==> config.mk <==
export PLATFORM = sky130hd
export DESIGN_NAME = mop_accum
export DESIGN_NICKNAME = d
export VERILOG_FILES = /design/src/rtl/lau_pkg.sv /design/src/rtl/accum_if.sv /design/src/rtl/accum_ctrl.sv /design/src/rtl/add_cpa.sv /design/src/rtl/add_mop_csv.sv /design/src/rtl/csa_accum.sv /design/src/rtl/group_counter.sv /design/src/rtl/mop_accum.sv
export VERILOG_INCLUDE_DIRS = /design/src /design/src/rtl
export SDC_FILE = /design/constraint.sdc
export NUM_CORES = 1
export LEC_CHECK = 0
export BUFFER_PORTS_ARGS = -buffer_cell sky130_fd_sc_hd__buf_4
export CAP_MARGIN = 40
export CORE_MARGIN = 2
export CORE_UTILIZATION = 60
export DETAILED_ROUTE_END_ITERATION = 8
export GPL_ROUTABILITY_DRIVEN = 0
export GPL_TIMING_DRIVEN = 0
export PLACE_DENSITY = 0.86
export SLEW_MARGIN = 40
export SYNTH_ARGS = -nofsm -noshare
export SYNTH_HDL_FRONTEND = slang
export SYNTH_SLANG_ARGS = --single-unit
==> constraint.sdc <==
create_clock -name clk -period 6.46 [get_ports clk]
set_input_delay 0.323 -clock clk [delete_from_list [all_inputs] [get_ports clk]]
set_output_delay 0.323 -clock clk [all_outputs]
set_load 0.005 [all_outputs]
==> src/rtl/mop_config.svh <==
`ifndef MOP_CONFIG_SVH
`define MOP_CONFIG_SVH

// width of one unsigned operand
`define MOP_WIDTH 16

// accumulator and result width, sum wraps at this size
`define MOP_ACC_WIDTH 24

// operands delivered per strobe
`define MOP_LANES 4

// width of the group count sampled with start
`define MOP_COUNT_WIDTH 8

// structure of compressor tree and final adder
`define MOP_SPEED lau_pkg::FAST

`endif

==> src/rtl/lau_pkg.sv <==
package lau_pkg;

	// floor of log2, yields -1 for n below one
	function automatic int log2floor(input int n);
		int level;
		int power;
		level = -1;
		power = 1;
		// double until past n
		while (power <= n) begin
			level = level + 1;
			power = power * 2;
		end
		return level;
	endfunction

	// structure choice for arithmetic blocks
	typedef enum logic [1:0] {
		SLOW   = 2'b00,
		MEDIUM = 2'b01,
		FAST   = 2'b10
	} speed_e;

	// accumulator sequencer states
	typedef enum logic [1:0] {
		IDLE    = 2'b00,
		ACCUM   = 2'b01,
		RESOLVE = 2'b10
	} ctrl_state_e;

endpackage

==> src/rtl/accum_if.sv <==
// control strobes from sequencer to datapath
interface accum_if;

	// zero the redundant sum and carry
	logic clear;
	// fold the present operand group in
	logic accumulate;
	// capture the resolved binary sum
	logic resolve;
	// load the outstanding group count
	logic count_load;

	// sequencer side
	modport ctrl (
		output clear,
		output accumulate,
		output resolve,
		output count_load
	);

	// register and counter side
	modport datapath (
		input clear,
		input accumulate,
		input resolve,
		input count_load
	);

endinterface

==> src/rtl/accum_ctrl.sv <==
// sequencer for clear, accumulate and resolve
module accum_ctrl (
	input  logic     clk,
	input  logic     reset,
	input  logic     start,
	input  logic     operand_valid,
	input  logic     last_group,
	output logic     busy,
	output logic     done,
	accum_if.ctrl    ctrl
);

	lau_pkg::ctrl_state_e state;
	lau_pkg::ctrl_state_e state_next;

	// start only counts when idle
	assign ctrl.clear      = (state == lau_pkg::IDLE) && start;
	assign ctrl.count_load = (state == lau_pkg::IDLE) && start;
	// strobes outside ACCUM are dropped
	assign ctrl.accumulate = (state == lau_pkg::ACCUM) && operand_valid;
	// one cycle to register the CPA output
	assign ctrl.resolve    = (state == lau_pkg::RESOLVE);

	always_comb begin
		state_next = state;
		case (state)
			lau_pkg::IDLE: begin
				if (start) begin
					state_next = lau_pkg::ACCUM;
				end
			end
			lau_pkg::ACCUM: begin
				// leave once the final group is in
				if (operand_valid && last_group) begin
					state_next = lau_pkg::RESOLVE;
				end
			end
			lau_pkg::RESOLVE: begin
				state_next = lau_pkg::IDLE;
			end
			default: begin
				state_next = lau_pkg::IDLE;
			end
		endcase
	end

	always_ff @(posedge clk) begin
		if (reset) begin
			state <= lau_pkg::IDLE;
		end else begin
			state <= state_next;
		end
	end

	// done follows the resolve edge by one cycle
	always_ff @(posedge clk) begin
		if (reset) begin
			done <= 1'b0;
		end else begin
			done <= ctrl.resolve;
		end
	end

	// busy drops together with done
	assign busy = (state != lau_pkg::IDLE);

endmodule

==> src/rtl/add_cpa.sv <==
// carry-propagate adder, carry out dropped
module add_cpa #(
	parameter int              width = 8,
	parameter lau_pkg::speed_e speed = lau_pkg::FAST
) (
	input  logic [width-1:0] a,
	input  logic [width-1:0] b,
	output logic [width-1:0] s
);

	if (speed == lau_pkg::SLOW) begin : g_ripple
		// plain carry ripple, lsb first
		always_comb begin : ripple
			logic carry;
			carry = 1'b0;
			for (int i = 0; i < width; i++) begin
				s[i]  = a[i] ^ b[i] ^ carry;
				carry = (a[i] & b[i]) | (carry & (a[i] ^ b[i]));
			end
		end
	end else begin : g_sklansky
		// enough levels to span the whole word
		localparam int levels = lau_pkg::log2floor(width - 1) + 1;

		// group generate and propagate per level
		logic [levels:0][width-1:0] gen;
		logic [levels:0][width-1:0] prop;

		assign gen[0]  = a & b;
		assign prop[0] = a ^ b;

		for (genvar l = 0; l < levels; l++) begin : g_level
			for (genvar i = 0; i < width; i++) begin : g_bit
				if (((i >> l) % 2) == 1) begin : g_merge
					// top bit of the lower half block
					localparam int j = ((i >> l) << l) - 1;
					assign gen[l+1][i]  = gen[l][i] | (prop[l][i] & gen[l][j]);
					assign prop[l+1][i] = prop[l][i] & prop[l][j];
				end else begin : g_pass
					assign gen[l+1][i]  = gen[l][i];
					assign prop[l+1][i] = prop[l][i];
				end
			end
		end

		// carry into bit i is the prefix up to i-1
		assign s = prop[0] ^ {gen[levels][width-2:0], 1'b0};
	end

endmodule

==> src/rtl/add_mop_csv.sv <==
// carry-save adder over depth operands
// only S + C is meaningful
// the split depends on the tree shape
module add_mop_csv #(
	parameter int              width = 8,
	parameter int              depth = 4,
	parameter lau_pkg::speed_e speed = lau_pkg::FAST
) (
	input  logic [depth*width-1:0] A,
	output logic [      width-1:0] S,
	output logic [      width-1:0] C
);

	// operand bits regrouped by weight
	logic [      depth*width-1:0] bits_by_weight;
	// carries passed between neighbouring slices
	logic [(depth-3)*(width+1)-1:0] ci_chain;
	// slice carries before the weight shift
	logic [            width-1:0] c_slice;

	// bit i of every operand lands in one group
	always_comb begin : regroup
		for (int i = 0; i < width; i++) begin
			for (int k = 0; k < depth; k++) begin
				bits_by_weight[i*depth+k] = A[k*width+i];
			end
		end
	end

	// lowest slice sees no incoming carries
	assign ci_chain[depth-4:0] = '0;

	// one compressor per bit position
	for (genvar i = 0; i < width; i++) begin : g_bits
		cpr #(
			.depth(depth),
			.speed(speed)
		) i_slice (
			.A (bits_by_weight[i*depth +: depth]),
			.CI(ci_chain[i*(depth-3) +: depth-3]),
			.S (S[i]),
			.C (c_slice[i]),
			.CO(ci_chain[(i+1)*(depth-3) +: depth-3])
		);
	end

	// carries weigh one position more
	// top slice carries fall off so the sum wraps
	assign C = {c_slice[width-2:0], 1'b0};

endmodule

// (depth,2) compressor for one bit position
module cpr #(
	parameter int              depth = 4,
	parameter lau_pkg::speed_e speed = lau_pkg::FAST
) (
	input  logic [depth-1:0] A,
	input  logic [depth-4:0] CI,
	output logic             S,
	output logic             C,
	output logic [depth-4:0] CO
);

	// work queue of inputs then sum and carry-in pairs
	logic [3*depth-6:0] q;
	// carries out of each full adder
	logic [  depth-3:0] cout_fa;

	assign q[depth-1:0] = A;

	// carry-in k sits right after sum k
	for (genvar i = 0; i < depth-3; i++) begin : g_queue
		assign q[depth+2*i+1] = CI[i];
	end

	if (speed == lau_pkg::SLOW) begin : g_linear
		// first three inputs start the chain
		full_adder i_fa0 (
			.a (q[0]),
			.b (q[1]),
			.ci(q[2]),
			.s (q[depth]),
			.co(cout_fa[0])
		);
		// each stage adds one input and one carry-in
		for (genvar i = 1; i < depth-2; i++) begin : g_stage
			full_adder i_fa (
				.a (q[i+2]),
				.b (q[depth+2*i-1]),
				.ci(q[depth+2*i-2]),
				.s (q[depth+2*i]),
				.co(cout_fa[i])
			);
		end
	end else begin : g_tree
		// consume three queue entries and append the sum
		for (genvar i = 0; i < depth-2; i++) begin : g_stage
			full_adder i_fa (
				.a (q[3*i]),
				.b (q[3*i+1]),
				.ci(q[3*i+2]),
				.s (q[depth+2*i]),
				.co(cout_fa[i])
			);
		end
	end

	// all but the last carry go to the next slice
	assign CO = cout_fa[depth-4:0];
	// final adder gives slice sum and carry
	assign S  = q[3*depth-6];
	assign C  = cout_fa[depth-3];

endmodule

// single-bit full adder
module full_adder (
	input  logic a,
	input  logic b,
	input  logic ci,
	output logic s,
	output logic co
);

	// half sum shared by both outputs
	logic half;

	assign half = a ^ b;
	assign s    = half ^ ci;
	assign co   = (a & b) | (half & ci);

endmodule

==> src/rtl/csa_accum.sv <==
`include "mop_config.svh"

// redundant accumulator with final resolve
module csa_accum (
	input  logic                                clk,
	input  logic                                reset,
	input  logic [`MOP_LANES*`MOP_WIDTH-1:0]    operands,
	accum_if.datapath                           dp,
	output logic [`MOP_ACC_WIDTH-1:0]           sum
);

	// new lanes plus stored sum and carry
	localparam int depth = `MOP_LANES + 2;

	// compressor inputs, one accumulator word each
	logic [depth*`MOP_ACC_WIDTH-1:0] tree_in;
	// stored redundant pair
	logic [`MOP_ACC_WIDTH-1:0]       sum_q;
	logic [`MOP_ACC_WIDTH-1:0]       carry_q;
	// pair after folding the present group
	logic [`MOP_ACC_WIDTH-1:0]       sum_next;
	logic [`MOP_ACC_WIDTH-1:0]       carry_next;
	// binary value of the stored pair
	logic [`MOP_ACC_WIDTH-1:0]       resolved;

	// zero-extend lanes, append feedback words
	always_comb begin : pack_tree
		for (int k = 0; k < `MOP_LANES; k++) begin
			tree_in[k*`MOP_ACC_WIDTH +: `MOP_ACC_WIDTH] = {
				{(`MOP_ACC_WIDTH-`MOP_WIDTH){1'b0}},
				operands[k*`MOP_WIDTH +: `MOP_WIDTH]
			};
		end
		tree_in[`MOP_LANES*`MOP_ACC_WIDTH +: `MOP_ACC_WIDTH]     = sum_q;
		tree_in[(`MOP_LANES+1)*`MOP_ACC_WIDTH +: `MOP_ACC_WIDTH] = carry_q;
	end

	add_mop_csv #(
		.width(`MOP_ACC_WIDTH),
		.depth(depth),
		.speed(`MOP_SPEED)
	) i_csv (
		.A(tree_in),
		.S(sum_next),
		.C(carry_next)
	);

	// pair captured only while a group is strobed
	always_ff @(posedge clk) begin
		if (dp.clear) begin
			sum_q   <= '0;
			carry_q <= '0;
		end else if (dp.accumulate) begin
			sum_q   <= sum_next;
			carry_q <= carry_next;
		end
	end

	add_cpa #(
		.width(`MOP_ACC_WIDTH),
		.speed(`MOP_SPEED)
	) i_cpa (
		.a(sum_q),
		.b(carry_q),
		.s(resolved)
	);

	// result holds until the next resolve
	always_ff @(posedge clk) begin
		if (reset) begin
			sum <= '0;
		end else if (dp.resolve) begin
			sum <= resolved;
		end
	end

endmodule

==> src/rtl/group_counter.sv <==
`include "mop_config.svh"

// groups still expected in this run
module group_counter (
	input  logic                        clk,
	input  logic                        reset,
	input  logic [`MOP_COUNT_WIDTH-1:0] group_count,
	accum_if.datapath                   dp,
	output logic                        last_group
);

	// outstanding groups
	logic [`MOP_COUNT_WIDTH-1:0] remaining;

	always_ff @(posedge clk) begin
		if (reset) begin
			remaining <= '0;
		end else if (dp.count_load) begin
			// zero requested means one group
			if (group_count == '0) begin
				remaining <= `MOP_COUNT_WIDTH'(1);
			end else begin
				remaining <= group_count;
			end
		end else if (dp.accumulate) begin
			remaining <= remaining - 1'b1;
		end
	end

	// next accepted group closes the run
	assign last_group = (remaining == `MOP_COUNT_WIDTH'(1));

endmodule

==> src/rtl/mop_accum.sv <==
`include "mop_config.svh"

// multi-operand accumulator top level
module mop_accum (
	input  logic                                clk,
	input  logic                                reset,
	input  logic                                start,
	input  logic [`MOP_COUNT_WIDTH-1:0]         group_count,
	input  logic                                operand_valid,
	input  logic [`MOP_LANES*`MOP_WIDTH-1:0]    operands,
	output logic                                busy,
	output logic                                done,
	output logic [`MOP_ACC_WIDTH-1:0]           sum
);

	// sequencer strobes to counter and datapath
	accum_if ctl_bus ();

	// counter reports the final group
	logic last_group;

	accum_ctrl i_ctrl (
		.clk          (clk),
		.reset        (reset),
		.start        (start),
		.operand_valid(operand_valid),
		.last_group   (last_group),
		.busy         (busy),
		.done         (done),
		.ctrl         (ctl_bus.ctrl)
	);

	group_counter i_counter (
		.clk        (clk),
		.reset      (reset),
		.group_count(group_count),
		.dp         (ctl_bus.datapath),
		.last_group (last_group)
	);

	csa_accum i_datapath (
		.clk     (clk),
		.reset   (reset),
		.operands(operands),
		.dp      (ctl_bus.datapath),
		.sum     (sum)
	);

endmodule

Word level (Yosys, flattened, before mapping)
Index checks and enable logic that the tools add are counted.
{"block": "word_totals", "in_bits": 76, "regBits": 81, "rom_bits": 0, "mem_bits_rw": 0, "latch_bits": 0, "word_cells": 495, "out_inout_bits": 26, "n_memories": 0}
{"block": "op_classes", "eq_ne": 5, "order_cmp": 0, "multipliers": 0, "n_bitwise": 469, "mux": 6, "n_addsub": 1, "reduce_logical": 8, "n_div": 0, "n_shift": 0}
{"cell": "$and 1x1->1", "count": 214}
{"cell": "$xor 1x1->1", "count": 142}
{"cell": "$or 1x1->1", "count": 110}
{"cell": "$xor 24x24->24", "count": 2}
{"cell": "$mux 8", "count": 3}
{"cell": "$and 23x23->23", "count": 1}
{"cell": "$eq 8x1->1 const B", "count": 1}
{"cell": "$logic_not 8->1", "count": 1}
{"cell": "$sub 8x1->8 const B", "count": 1}
{"cell": "$mux 2", "count": 2}
{"cell": "$ne 2x2->1 const B", "count": 2}
{"cell": "$pmux 2 s2", "count": 1}
{"cell": "$reduce_bool 2->1", "count": 2}
{"cell": "$logic_and 1x1->1", "count": 3}
{"cell": "$eq 2x1->1 const B", "count": 1}
{"cell": "$eq 2x2->1 const B", "count": 1}
{"cell": "$logic_not 2->1", "count": 1}
{"cell": "$reduce_and 2->1", "count": 1}

Logic depth before layout (Yosys ltp)
{"block": "depth", "depth_word": 12, "mapped_depth": 9}

Cells and area by module
From an unflattened synthesis, not the netlist that was laid out.
{"block": "hier_totals", "cells_unflattened": 536, "hier_area_um2": 6269.8}
{"module": "csa_accum", "area_per_inst_um2": 2581.2, "cells_per_inst": 233, "seq_area_each_um2": 1441.4, "instances": 1}
{"module": "full_adder", "area_per_inst_um2": 20.0, "cells_per_inst": 1, "seq_area_each_um2": 0.0, "instances": 96}
{"module": "add_cpa", "area_per_inst_um2": 945.9, "cells_per_inst": 110, "seq_area_each_um2": 0.0, "instances": 1}
{"module": "group_counter", "area_per_inst_um2": 496.7, "cells_per_inst": 57, "seq_area_each_um2": 160.2, "instances": 1}
{"module": "add_mop_csv", "area_per_inst_um2": 183.9, "cells_per_inst": 25, "seq_area_each_um2": 0.0, "instances": 1}
{"module": "accum_ctrl", "area_per_inst_um2": 140.1, "cells_per_inst": 15, "seq_area_each_um2": 60.1, "instances": 1}

Least setup slack after synthesis
OpenSTA, ideal clock, no wires.
{"block": "synth_timing", "path_type": "register to register", "startpoint": "register i_datapath.sum_q[2]", "endpoint": "register i_datapath.sum[17]", "synth_period_minus_slack_ns": 2.625, "t_arrival_ns": 2.540, "path_buffers": 0, "t_required_ns": 6.374, "path_stages_with_launch": 10, "slack_ns": 3.835, "path_cell_list": "dfxtp_1 > ha_1 > fa_1 > a211oi_2 > o21ai_2 > a21oi_1 > o21ai_0 > fa_1 > xnor2_1 > a211oi_1"}
{"block": "synth_via", "elab_chain_cells": 11}
{"item": "start: declaration", "line": "csa_accum.sv:18", "source": "logic [`MOP_ACC_WIDTH-1:0] sum_q;"}
{"item": "start signal: assignment", "line": "csa_accum.sv:54", "source": "sum_q <= sum_next;"}
{"item": "$and 23x23->23 or $xor 24x24->24 (tied branches)", "line": "add_cpa.sv:29, add_cpa.sv:30"}
{"item": "$and 1x1->1, on equally long branches", "line": "add_cpa.sv:37, add_cpa.sv:38"}
{"item": "$or 1x1->1 or $and 1x1->1 (tied branches)", "line": "add_cpa.sv:37", "source": "assign gen[l+1][i] = gen[l][i] | (prop[l][i] & gen[l][j]);"}
{"item": "$or 1x1->1 *", "line": "add_cpa.sv:37"}
{"item": "$and 1x1->1 *", "line": "add_cpa.sv:37"}
{"item": "$or 1x1->1 *", "line": "add_cpa.sv:37"}
{"item": "$and 1x1->1 *", "line": "add_cpa.sv:37"}
{"item": "$or 1x1->1 *", "line": "add_cpa.sv:37"}
{"item": "$and 1x1->1 *", "line": "add_cpa.sv:37"}
{"item": "$or 1x1->1 *", "line": "add_cpa.sv:37"}
{"item": "$xor 24x24->24 *", "line": "add_cpa.sv:47", "source": "assign s = prop[0] ^ {gen[levels][width-2:0], 1'b0};"}
{"item": "end signal: assignment", "line": "csa_accum.sv:73", "source": "sum <= resolved;"}
{"item": "end: declaration", "line": "csa_accum.sv:9", "source": "output logic [`MOP_ACC_WIDTH-1:0] sum"}
Every way passes the cells marked *; elsewhere a longest branch is shown, timed or not.
A chain may end at the register's enable or synchronous reset.

Final worst setup path
Ends and elaborated chain as after synthesis.

==> results by group <==
Floorplanning
  – Core Rows: 34
  – Core Area: 8593 sq um
  – Initial core utilization: 61.24%
  – Top-level port count: 102
  – Die X: 97.66 microns
  – Die Y: 97.66 microns
  – Die area: 9537 sq um

Logic synthesis
  – Largest cells by area after synthesis: dfxtp_1 31%, fa_1 26%, ha_1 7.4%, inv_1 5.0%, nand2_1 4.4%
  – Syn_nets: 713
  – Cell taking the most area after synthesis: dfxtp_1
  – Synth cell count leaders: 81 x dfxtp_1, 70 x inv_1, 69 x fa_1, 61 x nand2_1, 45 x o21ai_0
  – Share of the synthesized area in the top cell type: 30.81%
  – #FFs+latches synth: 81
  – Ys async rst share: 0%
  – Netlist cell types: 54
  – Post-Syn Instances: 537
  – Count leader, synth: dfxtp_1
  – Register area share after synthesis: 30.81%
  – Avg Cell Area, Syn: 9.800 sq um
  – Warnings from Yosys: 0
  – Number of enable flip-flop cells after synthesis: 0
  – Main flop type after synthesis: dfxtp_1
  – Post-Syn Area: 5263 sq um

Global route
  – Global-route wire length before repair: 20880 microns
  – GR Overflow Total: 0
  – Vias in the first global route: 4662
  – Largest net degree at the start of global routing: 16
  – Initial antenna violation count: 0
  – Tot GR Track Use: 27.06%

STA
  – Min Hold Slack: 0.2279 ns
  – Measured slew at the worst slew-check pin: 0.5932 ns
  – Crit share post-route: 45.54%
  – RSZ-0062 raised after global routing: false
  – Fin crit period: 2.942 ns
  – Clock Skew: 0.01490 ns
  – Highest achievable clock rate: 339.9 MHz
  – # setup viols final: 0
  – Final Max Slew Viols: 0
  – Slew Limit Headroom: 60.45%
  – Setup_tns: 0 ns
  – Final hold violation count: 0

Clock tree
  – Clock Sink Count: 81
  – Hold_buf cts: 0
  – Clock latency on the worst-skew pair: 0.36 ns
  – Postcts setup bufs: 0
  – Worst-path clk slew: 0.09 ns
  – PostCTS Resize Cnt: 0
  – Max Buffers Root-to-Sink: 2
  – H-tree Lvls: 3
  – CTS root buffer: clkbuf_8
  – Total CTS buffers: 9
  – TritonCTS clock tree: built

Critical path
  – Worst-path fanout max: 5
  – Critical path arrival: 3.21 ns
  – Setup crit start kind: register
  – Critical path endpoint category: register
  – Worst setup path category: reg -> reg
  – CP required: 6.73 ns

Outcome
  – Outcome: completed

Pwr
  – Pwr/cell area: 315.9 nW/um^2
  – VDD IR-drop max: 0.1898 mV
  – Leak pwr: 2.902 nW

Routing
  – Final wirelength: 11990 microns
  – Starting DRT DRC Count: 210
  – DRC viols: 0
  – Total number of vias: 4329
  – DR pass1 iterations: 5
  – Routed len/inst: 15.73 microns
  – Final antenna-violating net count: 0
  – Vias per cell: 5.681

Cells and area
  – Share of cells above drive strength 1: 20.18%
  – Diodes inserted: 0
  – Layout area overhead: 20.83%
  – Layout Nets: 825
  – FILL cells: 604

Placed design
  – Port Buffers: 101
  – Post-DP HPWL: 9451 microns

Min path
  – Hold crit path type: in -> reg

Run
  – Max-cap viol count: 0
-- worst max-delay path: stages, from the launching register on --
cell and delay, ns:
dfxtp_1 0.37, ha_1 0.25, fa_1 0.50, a211oi_2 0.26, o21ai_2 0.15, a21oi_1 0.28
o21ai_0 0.21, fa_1 0.46, xnor2_1 0.15, a211oi_1 0.22
-- cells by family after synthesis --
family          synth area share [%]
compound gates                 15.98
buf+inv                        6.491
simple gates                   11.27
flops                          30.81
fa+ha+maj                      33.62
xor+xnor                       1.831
-- power by group --
group          switching, mW  internal [mW]
Sequential             0.107          0.593
Combinational          0.503          0.424
Clock                  0.200          0.183
Total                  0.810           1.20
-- cells in the final DEF (no fill, tap or decap), types with 4 or more instances in the layout --
master | Yosys | final
ha_1 | 31 | 31
nor3_1 | 5 | 5
a21oi_1 | 23 | 23
buf_4 | 0 | 101
inv_1 | 70 | 70
clkbuf_8 | 0 | 9
clkbuf_1 | 16 | 16
or3_1 | 4 | 4
xor2_1 | 4 | 4
nor2_1 | 27 | 27
nor4_1 | 8 | 8
a22o_1 | 18 | 18
o21ai_0 | 45 | 45
a211oi_1 | 5 | 5
nand2_1 | 61 | 61
nand4_1 | 4 | 4
a31oi_1 | 4 | 4
fa_1 | 69 | 69
dfxtp_1 | 81 | 81
xnor2_1 | 7 | 7
-- metal layers --
layer / GRT usage [%] / wire length (microns)
met2: 46.47 / 6098
met5: 0 / 0
met3: 4.676 / 626
met1: 33.51 / 4892
met4: 12.07 / 372
-- registers in the layout, summed over array words and instances, names as in the netlist --
signal	cells
i_datapath.carry_q	22
i_ctrl.done	1
i_datapath.sum_q	24
i_counter.remaining	8
i_ctrl.state	2
i_datapath.sum	24
-- layout make-up --
| class | count | area [sq um] | area share (%) |
|---|---|---|---|
| Clock buffer | 9 | 123.9 | 1.948 |
| Timing Repair Buffer | 101 | 758.2 | 11.92 |
| Clock inverter | 7 | 78.83 | 1.240 |
| Tap cell | 108 | 135.1 | 2.125 |
| Buffer | 20 | 78.83 | 1.240 |
| Inverter | 70 | 262.8 | 4.132 |
| Multi-Input combinational cell | 366 | 3299 | 51.89 |
| Sequential cell | 81 | 1622 | 25.50 |
-- path summary, 6_finish.rpt --
kind	slack (ns)	depth (start not counted)	start	end
hold / removal	0.23	3	group_count[3]	i_counter.remaining[3]
hold reg to reg	0.47	2	i_datapath.sum[1]	i_datapath.sum[1]
setup / recovery	3.52	9	i_datapath.sum_q[2]	i_datapath.sum[17]
setup reg to reg	3.52	9	i_datapath.sum_q[2]	i_datapath.sum[17]
-- per-stage QoR --
stage               power [mW]  util [%]  area, sq um  instances  worst slack (ns)
global placement         1.552     71.64         6156        746             3.633
floorplan                1.342         -         5263        537             3.835
global route             2.223     74.00         6359        762             3.314
detailed placement       1.634     71.64         6156        746             3.541
finish                   2.009     74.00         6359        762             3.518
CTS                      2.023     74.00         6359        762             3.502
Note: power is estimated with default switching activity, not from simulation.
